`config.mk`:
```
export PLATFORM = sky130hd
export DESIGN_NAME = mips_core
export DESIGN_NICKNAME = d
export VERILOG_FILES = /design/src/design/mips_isa_pkg.sv /design/src/design/mips_pipe_pkg.sv /design/src/design/reg_file.sv /design/src/design/fetch_unit.sv /design/src/design/decode_unit.sv /design/src/design/execute_unit.sv /design/src/design/mem_access.sv /design/src/design/hazard_ctrl.sv /design/src/design/mips_core.sv
export SDC_FILE = /design/constraint.sdc
export NUM_CORES = 2
export LEC_CHECK = 0
export ABC_AREA = 0
export BUFFER_PORTS_ARGS = -buffer_cell sky130_fd_sc_hd__buf_4
export CAP_MARGIN = 0
export CORE_AREA = 2 2 638 323
export CTS_CLUSTER_DIAMETER = 80
export DETAILED_ROUTE_END_ITERATION = 12
export DIE_AREA = 0 0 640 325
export GPL_ROUTABILITY_DRIVEN = 0
export PLACE_DENSITY_LB_ADDON = 0.08
export SETUP_SLACK_MARGIN = 0.15
export SLEW_MARGIN = 20
export SYNTH_ARGS = -nofsm -noshare
export SYNTH_HDL_FRONTEND = slang
export SYNTH_HIERARCHICAL = 1
export SYNTH_SLANG_ARGS = --single-unit
```
`constraint.sdc`:
```
create_clock -name clk -period 10.9 [get_ports clk]
set_clock_uncertainty 0.1 [all_clocks]
set_input_delay 1.09 -clock clk [delete_from_list [all_inputs] [get_ports clk]]
set_output_delay 1.09 -clock clk [all_outputs]
set_load 0.02 [all_outputs]
```
`src/design/mips_isa_pkg.sv`:
```
package mips_isa_pkg;

        typedef logic [31:0] word_t;
        typedef logic [4:0]  reg_addr_t;
        typedef logic [15:0] imm_t;
        typedef logic [5:0]  opcode_t;
        typedef logic [5:0]  funct_t;
        typedef logic [2:0]  alu_op_t;

        // Major opcodes, bits 31:26 of the instruction.
        localparam opcode_t OPC_SPECIAL = 6'h00;
        localparam opcode_t OPC_BEQ     = 6'h04;
        localparam opcode_t OPC_BNE     = 6'h05;
        localparam opcode_t OPC_ADDIU   = 6'h09;
        localparam opcode_t OPC_ORI     = 6'h0d;
        localparam opcode_t OPC_LW      = 6'h23;
        localparam opcode_t OPC_SW      = 6'h2b;

        // Function codes of the SPECIAL group.
        localparam funct_t FN_ADDU = 6'h21;
        localparam funct_t FN_SUBU = 6'h23;
        localparam funct_t FN_AND  = 6'h24;
        localparam funct_t FN_OR   = 6'h25;
        localparam funct_t FN_SLT  = 6'h2a;

        localparam alu_op_t ALU_ADD = 3'd0;
        localparam alu_op_t ALU_SUB = 3'd1;
        localparam alu_op_t ALU_AND = 3'd2;
        localparam alu_op_t ALU_OR  = 3'd3;
        localparam alu_op_t ALU_SLT = 3'd4;

endpackage

```
`src/design/mips_pipe_pkg.sv`:
```
package mips_pipe_pkg;

        typedef logic [1:0] mem_op_t;

        localparam mem_op_t MEM_NONE  = 2'd0;
        localparam mem_op_t MEM_LOAD  = 2'd1;
        localparam mem_op_t MEM_STORE = 2'd2;

        localparam mips_isa_pkg::word_t RESET_PC = 32'h0000_0000;
        // All zeros decodes as SLL r0, r0, 0.
        localparam mips_isa_pkg::word_t NOP_WORD = 32'h0000_0000;

endpackage

```
`src/design/reg_file.sv`:
```
`timescale 1ns/1ps

module reg_file (
        input  logic                    clk,
        input  logic                    rst_n,
        input  mips_isa_pkg::reg_addr_t rs_addr_i,
        input  mips_isa_pkg::reg_addr_t rt_addr_i,
        output mips_isa_pkg::word_t     rs_data_o,
        output mips_isa_pkg::word_t     rt_data_o,
        input  logic                    we_i,
        input  mips_isa_pkg::reg_addr_t waddr_i,
        input  mips_isa_pkg::word_t     wdata_i
);
        import mips_isa_pkg::*;

        word_t regs [0:31];

        // Register zero is never written, so it reads as zero after reset.
        always_ff @(posedge clk or negedge rst_n) begin
                if (!rst_n) begin
                        regs <= '{default: '0};
                end else if (we_i && waddr_i != '0) begin
                        regs[waddr_i] <= wdata_i;
                end
        end

        assign rs_data_o = regs[rs_addr_i];
        assign rt_data_o = regs[rt_addr_i];

endmodule

```
`src/design/fetch_unit.sv`:
```
`timescale 1ns/1ps

module fetch_unit (
        input  logic                clk,
        input  logic                rst_n,
        input  logic                en_pc_i,
        input  logic                en_ifid_i,
        input  logic                en_idex_i,
        input  logic                branch_taken_i,
        input  mips_isa_pkg::word_t branch_target_i,
        input  mips_isa_pkg::word_t ibus_rddata_i,
        output mips_isa_pkg::word_t pc_o,
        output mips_isa_pkg::word_t id_inst_o,
        output mips_isa_pkg::word_t id_pc_o
);
        import mips_pipe_pkg::*;

        // The branch sits in decode while its delay slot is fetched.
        always_ff @(posedge clk or negedge rst_n) begin
                if (!rst_n) begin
                        pc_o <= RESET_PC;
                end else if (en_pc_i) begin
                        pc_o <= branch_taken_i ? branch_target_i : pc_o + 32'd4;
                end
        end

        always_ff @(posedge clk or negedge rst_n) begin
                if (!rst_n) begin
                        id_inst_o <= NOP_WORD;
                        id_pc_o   <= RESET_PC;
                end else if (en_ifid_i) begin
                        id_inst_o <= ibus_rddata_i;
                        id_pc_o   <= pc_o;
                end else if (en_idex_i) begin
                        // Decode moved on without a new fetch behind it.
                        id_inst_o <= NOP_WORD;
                end
        end

endmodule

```
`src/design/decode_unit.sv`:
```
`timescale 1ns/1ps

module decode_unit (
        input  logic                    clk,
        input  logic                    rst_n,
        input  logic                    en_idex_i,
        input  logic                    en_exmm_i,
        input  mips_isa_pkg::word_t     inst_i,
        input  mips_isa_pkg::word_t     pc_i,
        output mips_isa_pkg::reg_addr_t rs_addr_o,
        output mips_isa_pkg::reg_addr_t rt_addr_o,
        input  mips_isa_pkg::word_t     rs_data_i,
        input  mips_isa_pkg::word_t     rt_data_i,
        input  mips_isa_pkg::reg_addr_t ex_dest_i,
        input  mips_isa_pkg::reg_addr_t mm_dest_i,
        input  mips_isa_pkg::reg_addr_t wb_dest_i,
        input  mips_isa_pkg::word_t     ex_result_i,
        input  mips_isa_pkg::word_t     mm_result_i,
        input  mips_isa_pkg::word_t     wb_result_i,
        input  logic                    wb_we_i,
        output logic                    branch_taken_o,
        output mips_isa_pkg::word_t     branch_target_o,
        output mips_isa_pkg::alu_op_t   ex_alu_op_o,
        output mips_pipe_pkg::mem_op_t  ex_mem_op_o,
        output mips_isa_pkg::word_t     ex_a_o,
        output mips_isa_pkg::word_t     ex_b_o,
        output mips_isa_pkg::word_t     ex_store_data_o,
        output mips_isa_pkg::reg_addr_t ex_dest_o
);
        import mips_isa_pkg::*;
        import mips_pipe_pkg::*;

        opcode_t   opcode;
        funct_t    funct;
        imm_t      imm;
        word_t     imm_sext;
        word_t     rs_val;
        word_t     rt_val;
        word_t     operand_b;
        alu_op_t   alu_op;
        mem_op_t   mem_op;
        reg_addr_t dest;

        assign opcode    = inst_i[31:26];
        assign rs_addr_o = inst_i[25:21];
        assign rt_addr_o = inst_i[20:16];
        assign funct     = inst_i[5:0];
        assign imm       = inst_i[15:0];
        assign imm_sext  = {{16{imm[15]}}, imm};

        // The youngest producer wins. A load still in execute has no data yet.
        function automatic word_t fwd(input reg_addr_t src, input word_t rf_val);
                word_t val;
                val = rf_val;
                if (src != '0) begin
                        if (ex_dest_i == src && ex_mem_op_o != MEM_LOAD)
                                val = ex_result_i;
                        else if (mm_dest_i == src)
                                val = mm_result_i;
                        else if (wb_we_i && wb_dest_i == src)
                                val = wb_result_i;
                end
                return val;
        endfunction

        assign rs_val = fwd(rs_addr_o, rs_data_i);
        assign rt_val = fwd(rt_addr_o, rt_data_i);

        always_comb begin
                alu_op    = ALU_ADD;
                mem_op    = MEM_NONE;
                dest      = '0;
                operand_b = rt_val;
                case (opcode)
                        OPC_SPECIAL: begin
                                dest = inst_i[15:11];
                                case (funct)
                                        FN_ADDU: alu_op = ALU_ADD;
                                        FN_SUBU: alu_op = ALU_SUB;
                                        FN_AND:  alu_op = ALU_AND;
                                        FN_OR:   alu_op = ALU_OR;
                                        FN_SLT:  alu_op = ALU_SLT;
                                        default: dest = '0;
                                endcase
                        end
                        OPC_ADDIU: begin
                                dest      = rt_addr_o;
                                operand_b = imm_sext;
                        end
                        OPC_ORI: begin
                                alu_op    = ALU_OR;
                                dest      = rt_addr_o;
                                operand_b = {16'h0000, imm};
                        end
                        OPC_LW: begin
                                mem_op    = MEM_LOAD;
                                dest      = rt_addr_o;
                                operand_b = imm_sext;
                        end
                        OPC_SW: begin
                                mem_op    = MEM_STORE;
                                operand_b = imm_sext;
                        end
                        default: ;
                endcase
        end

        // The offset is relative to the delay-slot address.
        assign branch_target_o = pc_i + 32'd4 + {imm_sext[29:0], 2'b00};
        assign branch_taken_o  = (opcode == OPC_BEQ && rs_val == rt_val) ||
                                 (opcode == OPC_BNE && rs_val != rt_val);

        always_ff @(posedge clk or negedge rst_n) begin
                if (!rst_n) begin
                        ex_alu_op_o     <= ALU_ADD;
                        ex_mem_op_o     <= MEM_NONE;
                        ex_dest_o       <= '0;
                        ex_a_o          <= '0;
                        ex_b_o          <= '0;
                        ex_store_data_o <= '0;
                end else if (en_idex_i) begin
                        ex_alu_op_o     <= alu_op;
                        ex_mem_op_o     <= mem_op;
                        ex_dest_o       <= dest;
                        ex_a_o          <= rs_val;
                        ex_b_o          <= operand_b;
                        ex_store_data_o <= rt_val;
                end else if (en_exmm_i) begin
                        ex_mem_op_o <= MEM_NONE;
                        ex_dest_o   <= '0;
                end
        end

endmodule

```
`src/design/execute_unit.sv`:
```
`timescale 1ns/1ps

module execute_unit (
        input  logic                    clk,
        input  logic                    rst_n,
        input  logic                    en_exmm_i,
        input  logic                    en_mmwb_i,
        input  mips_isa_pkg::alu_op_t   alu_op_i,
        input  mips_pipe_pkg::mem_op_t  mem_op_i,
        input  mips_isa_pkg::word_t     a_i,
        input  mips_isa_pkg::word_t     b_i,
        input  mips_isa_pkg::word_t     store_data_i,
        input  mips_isa_pkg::reg_addr_t dest_i,
        output mips_isa_pkg::word_t     result_o,
        output mips_isa_pkg::word_t     mm_addr_o,
        output mips_isa_pkg::word_t     mm_store_data_o,
        output mips_pipe_pkg::mem_op_t  mm_mem_op_o,
        output mips_isa_pkg::reg_addr_t mm_dest_o
);
        import mips_isa_pkg::*;
        import mips_pipe_pkg::*;

        always_comb begin
                case (alu_op_i)
                        ALU_SUB: result_o = a_i - b_i;
                        ALU_AND: result_o = a_i & b_i;
                        ALU_OR:  result_o = a_i | b_i;
                        ALU_SLT: result_o = {31'b0, $signed(a_i) < $signed(b_i)};
                        default: result_o = a_i + b_i;
                endcase
        end

        // For loads and stores the result is the data address.
        always_ff @(posedge clk or negedge rst_n) begin
                if (!rst_n) begin
                        mm_addr_o       <= '0;
                        mm_store_data_o <= '0;
                        mm_mem_op_o     <= MEM_NONE;
                        mm_dest_o       <= '0;
                end else if (en_exmm_i) begin
                        mm_addr_o       <= result_o;
                        mm_store_data_o <= store_data_i;
                        mm_mem_op_o     <= mem_op_i;
                        mm_dest_o       <= dest_i;
                end else if (en_mmwb_i) begin
                        mm_mem_op_o <= MEM_NONE;
                        mm_dest_o   <= '0;
                end
        end

endmodule

```
`src/design/mem_access.sv`:
```
`timescale 1ns/1ps

module mem_access (
        input  logic                    clk,
        input  logic                    rst_n,
        input  logic                    en_mmwb_i,
        input  mips_isa_pkg::word_t     addr_i,
        input  mips_isa_pkg::word_t     store_data_i,
        input  mips_pipe_pkg::mem_op_t  mem_op_i,
        input  mips_isa_pkg::reg_addr_t dest_i,
        output mips_isa_pkg::word_t     mm_result_o,
        output mips_isa_pkg::word_t     dbus_addr_o,
        output logic                    dbus_read_o,
        output logic                    dbus_write_o,
        output mips_isa_pkg::word_t     dbus_wrdata_o,
        input  mips_isa_pkg::word_t     dbus_rddata_i,
        input  logic                    dbus_stall_i,
        output logic                    wb_we_o,
        output mips_isa_pkg::reg_addr_t wb_dest_o,
        output mips_isa_pkg::word_t     wb_result_o
);
        import mips_pipe_pkg::*;

        assign dbus_addr_o   = addr_i;
        assign dbus_read_o   = mem_op_i == MEM_LOAD;
        assign dbus_write_o  = mem_op_i == MEM_STORE;
        assign dbus_wrdata_o = store_data_i;

        assign mm_result_o = dbus_read_o ? dbus_rddata_i : addr_i;

        // MM/WB only loads when the bus is not stalled, so load data is final.
        always_ff @(posedge clk or negedge rst_n) begin
                if (!rst_n) begin
                        wb_we_o     <= 1'b0;
                        wb_dest_o   <= '0;
                        wb_result_o <= '0;
                end else if (en_mmwb_i && !dbus_stall_i) begin
                        wb_we_o     <= mem_op_i != MEM_STORE && dest_i != '0;
                        wb_dest_o   <= dest_i;
                        wb_result_o <= mm_result_o;
                end else begin
                        wb_we_o <= 1'b0;
                end
        end

endmodule

```
`src/design/hazard_ctrl.sv`:
```
`timescale 1ns/1ps

module hazard_ctrl (
        input  logic                    ibus_stall_i,
        input  logic                    dbus_stall_i,
        input  mips_pipe_pkg::mem_op_t  ex_mem_op_i,
        input  mips_isa_pkg::reg_addr_t ex_dest_i,
        input  mips_isa_pkg::reg_addr_t id_rs_i,
        input  mips_isa_pkg::reg_addr_t id_rt_i,
        output logic                    en_pc_o,
        output logic                    en_ifid_o,
        output logic                    en_idex_o,
        output logic                    en_exmm_o,
        output logic                    en_mmwb_o
);
        import mips_pipe_pkg::*;

        logic load_use;

        assign load_use = ex_mem_op_i == MEM_LOAD &&
                          (ex_dest_i == id_rs_i || ex_dest_i == id_rt_i);

        always_comb begin
                if (dbus_stall_i) begin
                        {en_pc_o, en_ifid_o, en_idex_o, en_exmm_o, en_mmwb_o} = 5'b00000;
                end else if (load_use || ibus_stall_i) begin
                        // Fetch and decode hold and a bubble enters execute.
                        {en_pc_o, en_ifid_o, en_idex_o, en_exmm_o, en_mmwb_o} = 5'b00011;
                end else begin
                        {en_pc_o, en_ifid_o, en_idex_o, en_exmm_o, en_mmwb_o} = 5'b11111;
                end
        end

endmodule

```
`src/design/mips_core.sv`:
```
`timescale 1ns/1ps

module mips_core (
        input  logic                clk,
        input  logic                rst_n,
        output mips_isa_pkg::word_t ibus_addr_o,
        input  mips_isa_pkg::word_t ibus_rddata_i,
        input  logic                ibus_stall_i,
        output mips_isa_pkg::word_t dbus_addr_o,
        output logic                dbus_read_o,
        output logic                dbus_write_o,
        output mips_isa_pkg::word_t dbus_wrdata_o,
        input  mips_isa_pkg::word_t dbus_rddata_i,
        input  logic                dbus_stall_i,
        output mips_isa_pkg::word_t pc_o
);
        import mips_isa_pkg::*;
        import mips_pipe_pkg::*;

        logic      en_pc, en_ifid, en_idex, en_exmm, en_mmwb;
        word_t     id_inst, id_pc;
        logic      branch_taken;
        word_t     branch_target;
        reg_addr_t rs_addr, rt_addr;
        word_t     rs_data, rt_data;
        alu_op_t   ex_alu_op;
        mem_op_t   ex_mem_op, mm_mem_op;
        word_t     ex_a, ex_b, ex_store_data, ex_result;
        reg_addr_t ex_dest, mm_dest, wb_dest;
        word_t     mm_addr, mm_store_data, mm_result, wb_result;
        logic      wb_we;

        assign pc_o = ibus_addr_o;

        hazard_ctrl u_hazard (
                .ibus_stall_i(ibus_stall_i), .dbus_stall_i(dbus_stall_i),
                .ex_mem_op_i(ex_mem_op), .ex_dest_i(ex_dest),
                .id_rs_i(rs_addr), .id_rt_i(rt_addr),
                .en_pc_o(en_pc), .en_ifid_o(en_ifid), .en_idex_o(en_idex),
                .en_exmm_o(en_exmm), .en_mmwb_o(en_mmwb));

        fetch_unit u_fetch (
                .clk(clk), .rst_n(rst_n),
                .en_pc_i(en_pc), .en_ifid_i(en_ifid), .en_idex_i(en_idex),
                .branch_taken_i(branch_taken), .branch_target_i(branch_target),
                .ibus_rddata_i(ibus_rddata_i), .pc_o(ibus_addr_o),
                .id_inst_o(id_inst), .id_pc_o(id_pc));

        reg_file u_regs (
                .clk(clk), .rst_n(rst_n),
                .rs_addr_i(rs_addr), .rt_addr_i(rt_addr),
                .rs_data_o(rs_data), .rt_data_o(rt_data),
                .we_i(wb_we), .waddr_i(wb_dest), .wdata_i(wb_result));

        decode_unit u_decode (
                .clk(clk), .rst_n(rst_n), .en_idex_i(en_idex), .en_exmm_i(en_exmm),
                .inst_i(id_inst), .pc_i(id_pc),
                .rs_addr_o(rs_addr), .rt_addr_o(rt_addr),
                .rs_data_i(rs_data), .rt_data_i(rt_data),
                .ex_dest_i(ex_dest), .mm_dest_i(mm_dest), .wb_dest_i(wb_dest),
                .ex_result_i(ex_result), .mm_result_i(mm_result), .wb_result_i(wb_result),
                .wb_we_i(wb_we),
                .branch_taken_o(branch_taken), .branch_target_o(branch_target),
                .ex_alu_op_o(ex_alu_op), .ex_mem_op_o(ex_mem_op),
                .ex_a_o(ex_a), .ex_b_o(ex_b), .ex_store_data_o(ex_store_data),
                .ex_dest_o(ex_dest));

        execute_unit u_execute (
                .clk(clk), .rst_n(rst_n), .en_exmm_i(en_exmm), .en_mmwb_i(en_mmwb),
                .alu_op_i(ex_alu_op), .mem_op_i(ex_mem_op),
                .a_i(ex_a), .b_i(ex_b), .store_data_i(ex_store_data), .dest_i(ex_dest),
                .result_o(ex_result), .mm_addr_o(mm_addr),
                .mm_store_data_o(mm_store_data), .mm_mem_op_o(mm_mem_op),
                .mm_dest_o(mm_dest));

        mem_access u_mem (
                .clk(clk), .rst_n(rst_n), .en_mmwb_i(en_mmwb),
                .addr_i(mm_addr), .store_data_i(mm_store_data),
                .mem_op_i(mm_mem_op), .dest_i(mm_dest), .mm_result_o(mm_result),
                .dbus_addr_o(dbus_addr_o), .dbus_read_o(dbus_read_o),
                .dbus_write_o(dbus_write_o), .dbus_wrdata_o(dbus_wrdata_o),
                .dbus_rddata_i(dbus_rddata_i), .dbus_stall_i(dbus_stall_i),
                .wb_we_o(wb_we), .wb_dest_o(wb_dest), .wb_result_o(wb_result));

endmodule

```
# After elaboration in Yosys (flattened, before gate mapping)
# Cells that the tools add are included.
dict set report word_totals {
  regBits 1335
  inputBits 68
  out_inout_bits 130
  elab_cells 152
}
dict set report op_classes {
  add_sub_neg 5
  order_cmp 5
  n_eq_ne 29
  mux 37
  bitwise 5
  n_reduce_logical 23
}
# op n
set op_table {}
lappend op_table {{$bwmux W1024} 1}
lappend op_table {{$mux W32} 16}
lappend op_table {{$bmux W32 S5} 2}
lappend op_table {{$demux W32 S5} 1}
lappend op_table {{$pmux W32 S4} 1}
lappend op_table {{$add A32 B3 Y32 const B} 2}
lappend op_table {{$add A32 B32 Y32} 2}
lappend op_table {{$pmux W32 S2} 1}
lappend op_table {{$eq A6 B6 Y1 const B} 7}
lappend op_table {{$and A32 B32 Y32} 1}
lappend op_table {{$eq A32 B32 Y1} 1}
lappend op_table {{$lt A32 B32 Y1} 1}
lappend op_table {{$ne A32 B32 Y1} 1}
lappend op_table {{$or A32 B32 Y32} 1}
lappend op_table {{$sub A32 B32 Y32} 1}
lappend op_table {{$eq A5 B5 Y1} 6}
lappend op_table {{$mux W5} 4}
lappend op_table {{$reduce_bool A5 Y1} 4}
lappend op_table {{$ge A6 B6 Y1 const B} 3}
lappend op_table {{$not A5 Y6} 3}
lappend op_table {{$eq A6 B3 Y1 const B} 2}
lappend op_table {{$eq A6 B4 Y1 const B} 2}
lappend op_table {{$pmux W3 S4} 1}
lappend op_table {{$logic_and A1 B1 Y1} 11}
lappend op_table {{18 further kinds} 29}

# Depth between registers and ports, before layout
dict set report logic_depth {
  word_depth 12
  depth_mapped 24
  depth_no_buf 22
}

# Hierarchy
# The synthesis kept the hierarchy.
# module instances cells_per_inst area_each_um2 seq_area_each_um2
set modules_own_cells {}
lappend modules_own_cells {reg_file 1 4601 55942.4 25624.6}
lappend modules_own_cells {decode_unit 1 1070 9221.3 2652.5}
lappend modules_own_cells {execute_unit 1 995 8127.8 1776.7}
lappend modules_own_cells {fetch_unit 1 405 4473.0 2402.3}
lappend modules_own_cells {mem_access 1 185 2453.6 950.9}
lappend modules_own_cells {mips_core 1 32 240.2 0.0}
lappend modules_own_cells {hazard_ctrl 1 20 155.1 0.0}

# Least setup slack after synthesis
# No wires, ideal clock.
dict set report synth_path {
  kind {register -> register}
  from {reg u_decode.ex_a_o[0]}
  to {reg u_fetch.pc_o[14]}
  setup_ns 0.121
  t_arrival_ns 4.753
  required_ns 10.679
  slack_ns 5.926
  stages_incl_launch_ff 23
  n_path_buf 2
  synth_period_minus_slack_ns 4.974
  path_cell_list {dfrtp_1 inv_1 ha_1 fa_1 o21bai_1 a211oi_1 nor3_2 o2111ai_4 a21oi_4 a21boi_0 or4_4 nand3_1 a22oi_1 o21a_1 xnor2_1 nor4_1 nand4_1 or4_1 nand2_1 clkbuf_1 clkbuf_1 o21ai_0 a22o_1}
}
dict set report synth_via {
  elab_chain_cells 8
  elab_cells_between_ends 16
  cone_classes {add/sub (2); order compare (1); eq/ne (2); mux (6); bitwise (2); reduce/logical (3)}
}
# item line_no
set synth_rtl {}
lappend synth_rtl {{from (decl)} decode_unit.sv:25} ;# output mips_isa_pkg::word_t ex_a_o,
lappend synth_rtl {{from (signal assigned)} decode_unit.sv:125} ;# ex_a_o <= rs_val;
lappend synth_rtl {{$add A32 B32 Y32 or $sub A32 B32 Y32 (tied branches)} {execute_unit.sv:29, execute_unit.sv:25}}
lappend synth_rtl {{$pmux W32 S4 (*)} execute_unit.sv:24} ;# case (alu_op_i)
lappend synth_rtl {{via ex_result[28]} mips_core.sv:28} ;# word_t ex_a, ex_b, ex_store_data, ex_result;
lappend synth_rtl {{$mux W32} decode_unit.sv:56} ;# if (ex_dest_i == src && ex_mem_op_o != MEM_LOAD)
lappend synth_rtl {{$mux W32} decode_unit.sv:55} ;# if (src != '0) begin
lappend synth_rtl {{$eq A32 B32 Y1 or $ne A32 B32 Y1 (tied branches)} {decode_unit.sv:110, decode_unit.sv:111}}
lappend synth_rtl {{$logic_and A1 B1 Y1, on equally long branches} {decode_unit.sv:110, decode_unit.sv:111}}
lappend synth_rtl {{$logic_or A1 B1 Y1 (*)} decode_unit.sv:110} ;# assign branch_taken_o = (opcode == OPC_BEQ && rs_val == rt_val) ||
lappend synth_rtl {{via branch_taken} mips_core.sv:22} ;# logic branch_taken;
lappend synth_rtl {{$mux W32 (*)} fetch_unit.sv:23} ;# pc_o <= branch_taken_i ? branch_target_i : pc_o + 32'd4;
lappend synth_rtl {{to (signal assigned)} fetch_unit.sv:23}
lappend synth_rtl {{to (decl)} fetch_unit.sv:12} ;# output mips_isa_pkg::word_t pc_o,
# The timed path passes the listed nets; every way through them passes the cells marked *.
# A chain may end at the register's enable or synchronous reset.

# Final worst setup path
dict set report layout_path {
  from {reg u_fetch.id_inst_o[22]}
  to {reg u_fetch.pc_o[29]}
}
dict set report layout_via {
  elab_chain_cells 12
  elab_cells_between_ends 25
  cone_classes {eq/ne (5); mux (10); bitwise (1); reduce/logical (9)}
}
# item line_no
set layout_rtl {}
lappend layout_rtl {{from (decl)} fetch_unit.sv:13} ;# output mips_isa_pkg::word_t id_inst_o,
lappend layout_rtl {{from (signal assigned)} fetch_unit.sv:32} ;# id_inst_o <= ibus_rddata_i;
lappend layout_rtl {{$not A5 Y6 (not written as such) (*)} reg_file.sv:27} ;# assign rs_data_o = regs[rs_addr_i];
lappend layout_rtl {{$bmux W32 S5 (*)} reg_file.sv:27}
lappend layout_rtl {{$mux W32 (not written as such) (*) (2 in series)} reg_file.sv:27}
lappend layout_rtl {{via rs_data[16]} mips_core.sv:25} ;# word_t rs_data, rt_data;
lappend layout_rtl {{$mux W32} decode_unit.sv:60} ;# else if (wb_we_i && wb_dest_i == src)
lappend layout_rtl {{$mux W32} decode_unit.sv:58} ;# else if (mm_dest_i == src)
lappend layout_rtl {{$mux W32} decode_unit.sv:56}
lappend layout_rtl {{$mux W32 (*)} decode_unit.sv:55}
lappend layout_rtl {{$eq A32 B32 Y1 or $ne A32 B32 Y1 (tied branches)} {decode_unit.sv:110, decode_unit.sv:111}}
lappend layout_rtl {{$logic_and A1 B1 Y1, on equally long branches} {decode_unit.sv:110, decode_unit.sv:111}}
lappend layout_rtl {{$logic_or A1 B1 Y1 (*)} decode_unit.sv:110}
lappend layout_rtl {{via branch_taken} mips_core.sv:22}
lappend layout_rtl {{$mux W32 (*)} fetch_unit.sv:23}
# The timed path passes the listed nets; every way through them passes the cells marked *. The select of a mux whose other input is x is not followed.

==> run summary <==
In this design, the stage delay of the slowest critical-path cell is 0.93 ns. Tracing the worst setup path back leads to its startpoint at u_fetch/id_inst_o[22]. Synthesis handed over a netlist of 7,308 instances. Of the total power, the clock network draws 27.9%. Type of element launching the critical path: a register. Synthesis produced a netlist with a net count of 7,533. The register clock-pin slew on the reported worst setup and hold paths came out at 0.06 ns.

Port buffering added 197 buffers. The tools report the number of endpoints failing setup at the final stage as 0. Of the synthesized area, sequential elements account for 41.4%. Once placement finished, the instance area stood at 83,300 um2. Setup slack on the worst reg-to-reg path comes out at 2.85 ns. The internal portion of the total power is 10,600 uW. For this block, the initial DRC count from the detailed router was 7,136.

The critical path goes through buf_12 > buf_4 > mux2i_1 > a22o_1 > nor3_1 > a31oi_1 > nand3_1 > a21boi_0 > a211oi_1 > o21ai_0 > xnor2_1 > nor4_1 > nand4_1 > or4_1 > nand2_1 > buf_4 > and2_1 > a311oi_1 > a311oi_1. Dividing total power by cell area gives a power density of 208 nW/um2. After layout, the worst path uses 73.9% of the clock period. For this design the static power due to leakage is 0.0395 uW. The most used routing layer was met1. The worst register-to-register path begins at u_fetch/id_inst_o[22]. The number of antenna violations at the first check in global routing is 3, and the overall track demand over capacity in global routing is 28.6%. The area of combinational cells with multiple inputs was 42,700 um2. The share of cells above drive strength 1 works out to 26.5%.

The floorplan step defined a die boundary enclosing 208,000 um2. Met2 demand-to-capacity share in global routing: 37.8%. Headroom to the max-slew limit came out at 14.4%.

Type of the worst setup path: register to register. Counting both buffers and inverters, the worst setup path holds a total of 3. After detailed routing, the average wire length per cell comes to 30.7 um. The tools report the number of global-route vias before repair as 59,584. The floorplan step defined a core boundary enclosing 202,000 um2. The routed design has 304,000 um of wire. The count of non-filler cells in the finished layout was 9,927. Entering global routing, the biggest net connects 147 pins. The run gives 7,312 as the final layout net count. The synthesized netlist occupies a cell area of 80,600 um2. In the final timing run, aggregate negative setup slack is 0 ns.

The fraction of registers with async set or reset after synthesis is 100%, and the register bit count reported by yosys is 1,335. The number of fill cells was 18,930; the number of buffers created by CTS was 144. The number of buffers between clock root and the deepest sink was 4; the achievable frequency was 124 MHz. On the critical path, the stage with the largest delay is an instance of nor4_1.

The final hold violation count is 0, and the die width is 640 um. The count of unique library cells instantiated by Yosys was 114. The flow ran to the end, and the final reports show no timing, DRC or antenna violations. Global-route wire length before repair: 441,000 um. Counting cells, the worst reg-to-reg path comes to 19.

The worst setup path is captured at a register. The max-capacitance violation count was 0; the part of the power in registers was 32.4%. The I/O pin total is 198, and the post-layout minimum cycle time is 8.05 ns. Averaged over all synthesized cells, the footprint is 11.0 um2. The logs give 0 for the count of instances resized after the clock tree is built and 0.84 ns for the clock insertion delay at the later pin of the skew report.

For the final routed DRC violation total, the log shows 0. Across the VDD grid, the largest voltage drop is 0.000112 V. CTS saw 1,335 sinks. The library cell used most frequently in the layout, excluding fill and tap cells, is dfrtp_1.

In the global route stage, met3 resource usage came out at 6.51%. The final count of pins violating max slew was 0. The floorplan step set the die height to 325 um. For this block, the via count after detailed routing is 61,047. Buffers added to address setup during post-CTS repair amount to 0. The data arrival time at the worst-slack endpoint came out at 8.66 ns.

The H-tree level count came out at 4. Setup repair after global routing left no endpoint under its margin. Summing internal, switching and leakage power gives 18,300 uW. The min-delay analysis places its worst path in the category input pin to asynchronous set/reset pin.

Once the floorplan was initialized, standard cells occupied 39.9% of the core. For this design the total switching power over the nets is 7750 uW. The relative area change from synthesis to final layout is 9.16%.

The tools report the remaining antenna violation count as 0. Across the whole layout, storage elements account for 33,400 um2. TritonCTS built the clock tree.

Combinational logic is responsible for 39.7% of the overall power. The Yosys warning count was 6; the largest fanout on the critical path was 90. Of the total power, the share spent switching nets is 42.2%. Once detailed placement completed, the half-perimeter wirelength came to 197,000 um. Global routing consumed, on the met1 layer, 46.1% of the routing resources. Data on the critical path is required at its endpoint by 11.51 ns.

The library cells used most frequently in the layout, excluding fill and tap cells, are 1,325 x dfrtp_1, 1,130 x mux2_2, 1,032 x mux2i_1. The tools report the root buffer selected by CTS as clkbuf_16. The number of placed instances, taps included is 9,678, and the number of enable-type register cells in the synthesized netlist is 0.

For this run, the detailed router's first-pass iteration total came to 7. The actual transition at the worst max-transition pin is 1.28 ns, and the number of vias per cell after detailed routing is 6.15. The floorplan has 117 rows.

The worst register-to-register path ends at u_fetch/pc_o[29]. The most used flip-flop cell after synthesis was dfrtp_1. For the post-cts hold buffer count, the log shows 0.

The kind of cell adding the most delay to the critical path was simple AND/OR/NAND/NOR gates. The final design instance area without fill is 88,000 um2. The total overflow left after global routing is 0.
==> worst max-delay path by stage <==
stage                  endpoint  slack (ns)  cells after the start
6_report       u_fetch/pc_o[29]        2.85                     19
5_1_grt        u_fetch/pc_o[29]        2.85                     19
4_1_cts        u_fetch/pc_o[29]        3.28                     18
3_5_place_dp   u_fetch/pc_o[29]        3.30                     19
3_3_place_gp   u_fetch/pc_o[29]        3.32                     18
2_1_floorplan  u_fetch/pc_o[14]        5.93                     22
==> layer usage <==
metal,wire [um],up-vias,share of wire (%)
met3,25100,365,8.3
met5,0,-,0
met1,154000,31790,51
met2,119000,2498,39
li1,-,26394,-
met4,6120,0,2.0
==> Yosys cell counts, types with 101 or more instances <==
library cell / number / area, um2
a21oi_1: 346 / 1730
a22o_1: 182 / 1590
a22oi_1: 257 / 1930
buf_2: 139 / 696
buf_4: 178 / 1340
clkbuf_1: 334 / 1250
dfrtp_1: 1335 / 33400
ha_1: 154 / 1930
inv_1: 147 / 552
mux2_2: 1130 / 12700
mux2i_1: 1032 / 10300
nand2_1: 323 / 1210
nand3_1: 259 / 1300
nor2_1: 176 / 661
nor3_1: 101 / 505
o21ai_0: 195 / 976
==> worst register-to-register path: cells and delay by family, from the launching register on <==
| family | cells | cell delay (ns) |
|---|---|---|
| AND/OR/NAND/NOR | 7 | 2.89 |
| multiplexers | 1 | 0.17 |
| XOR/XNOR | 1 | 0.48 |
| buffers and inverters | 3 | 1.86 |
| flip-flops | 1 | 0.83 |
| AO/OA/AOI/OAI | 7 | 1.62 |
==> kinds of logic (layout without fill, tap and decap cells) <==
| kind of cell | after synthesis | after routing | share of synthesized area, % |
|---|---|---|---|
| compound gates | 1462 | 1462 | 12.5 |
| xor+xnor | 104 | 104 | 1.13 |
| fa+ha+maj | 157 | 157 | 2.46 |
| buf+inv | 900 | 780 | 5.81 |
| flops | 1335 | 1335 | 41.4 |
| mux | 2230 | 2230 | 29.7 |
| other cells | 0 | 2 | 0 |
| simple gates | 1120 | 1120 | 6.98 |
==> area by class of cell <==
| cell class | count | area share (%) |
|---|---|---|
| multi-input cells | 5073 | 48.6 |
| flip-flops and latches | 1335 | 38.0 |
| clock buffers | 219 | 4.89 |
| well taps | 2737 | 3.89 |
| repair buffers | 383 | 3.59 |
| inverters | 150 | 0.641 |
| clock inverters | 28 | 0.429 |
| diodes | 2 | 0.00569 |
==> per-stage QoR <==
step	hold slack (ns)	util, %	setup WS (ns)
CTS	0.0864	43.5	3.28
floorplan	0.349	-	5.93
global route	0.0820	43.5	2.85
detailed placement	0.288	41.2	3.30
finish	0.0842	43.5	2.85
global placement	0.284	41.2	3.32
==> registers in the layout (all words and copies together) (netlist names) <==
signal	cells
u_decode/ex_a_o	32
u_decode/ex_alu_op_o	3
u_decode/ex_b_o	32
u_decode/ex_dest_o	5
u_decode/ex_mem_op_o	2
u_decode/ex_store_data_o	32
u_execute/mm_addr_o	32
u_execute/mm_dest_o	5
u_execute/mm_mem_op_o	2
u_execute/mm_store_data_o	32
u_fetch/id_inst_o	32
u_fetch/id_pc_o	32
u_fetch/pc_o	32
u_mem/wb_dest_o	5
u_mem/wb_result_o	32
u_mem/wb_we_o	1
u_regs/regs	1024
==> power by group through the flow <==
| stage | clock network [uW] | registers, uW | logic [uW] |
|---|---|---|---|
| floorplan | 0 | 5750 | 4470 |
| finish | 5120 | 5930 | 7280 |
| global route | 5440 | 5990 | 7610 |
| CTS | 5230 | 5920 | 7000 |
| global placement | 0 | 6000 | 6980 |
| detailed placement | 0 | 6010 | 6960 |
Power figures use the tool's default switching activity.
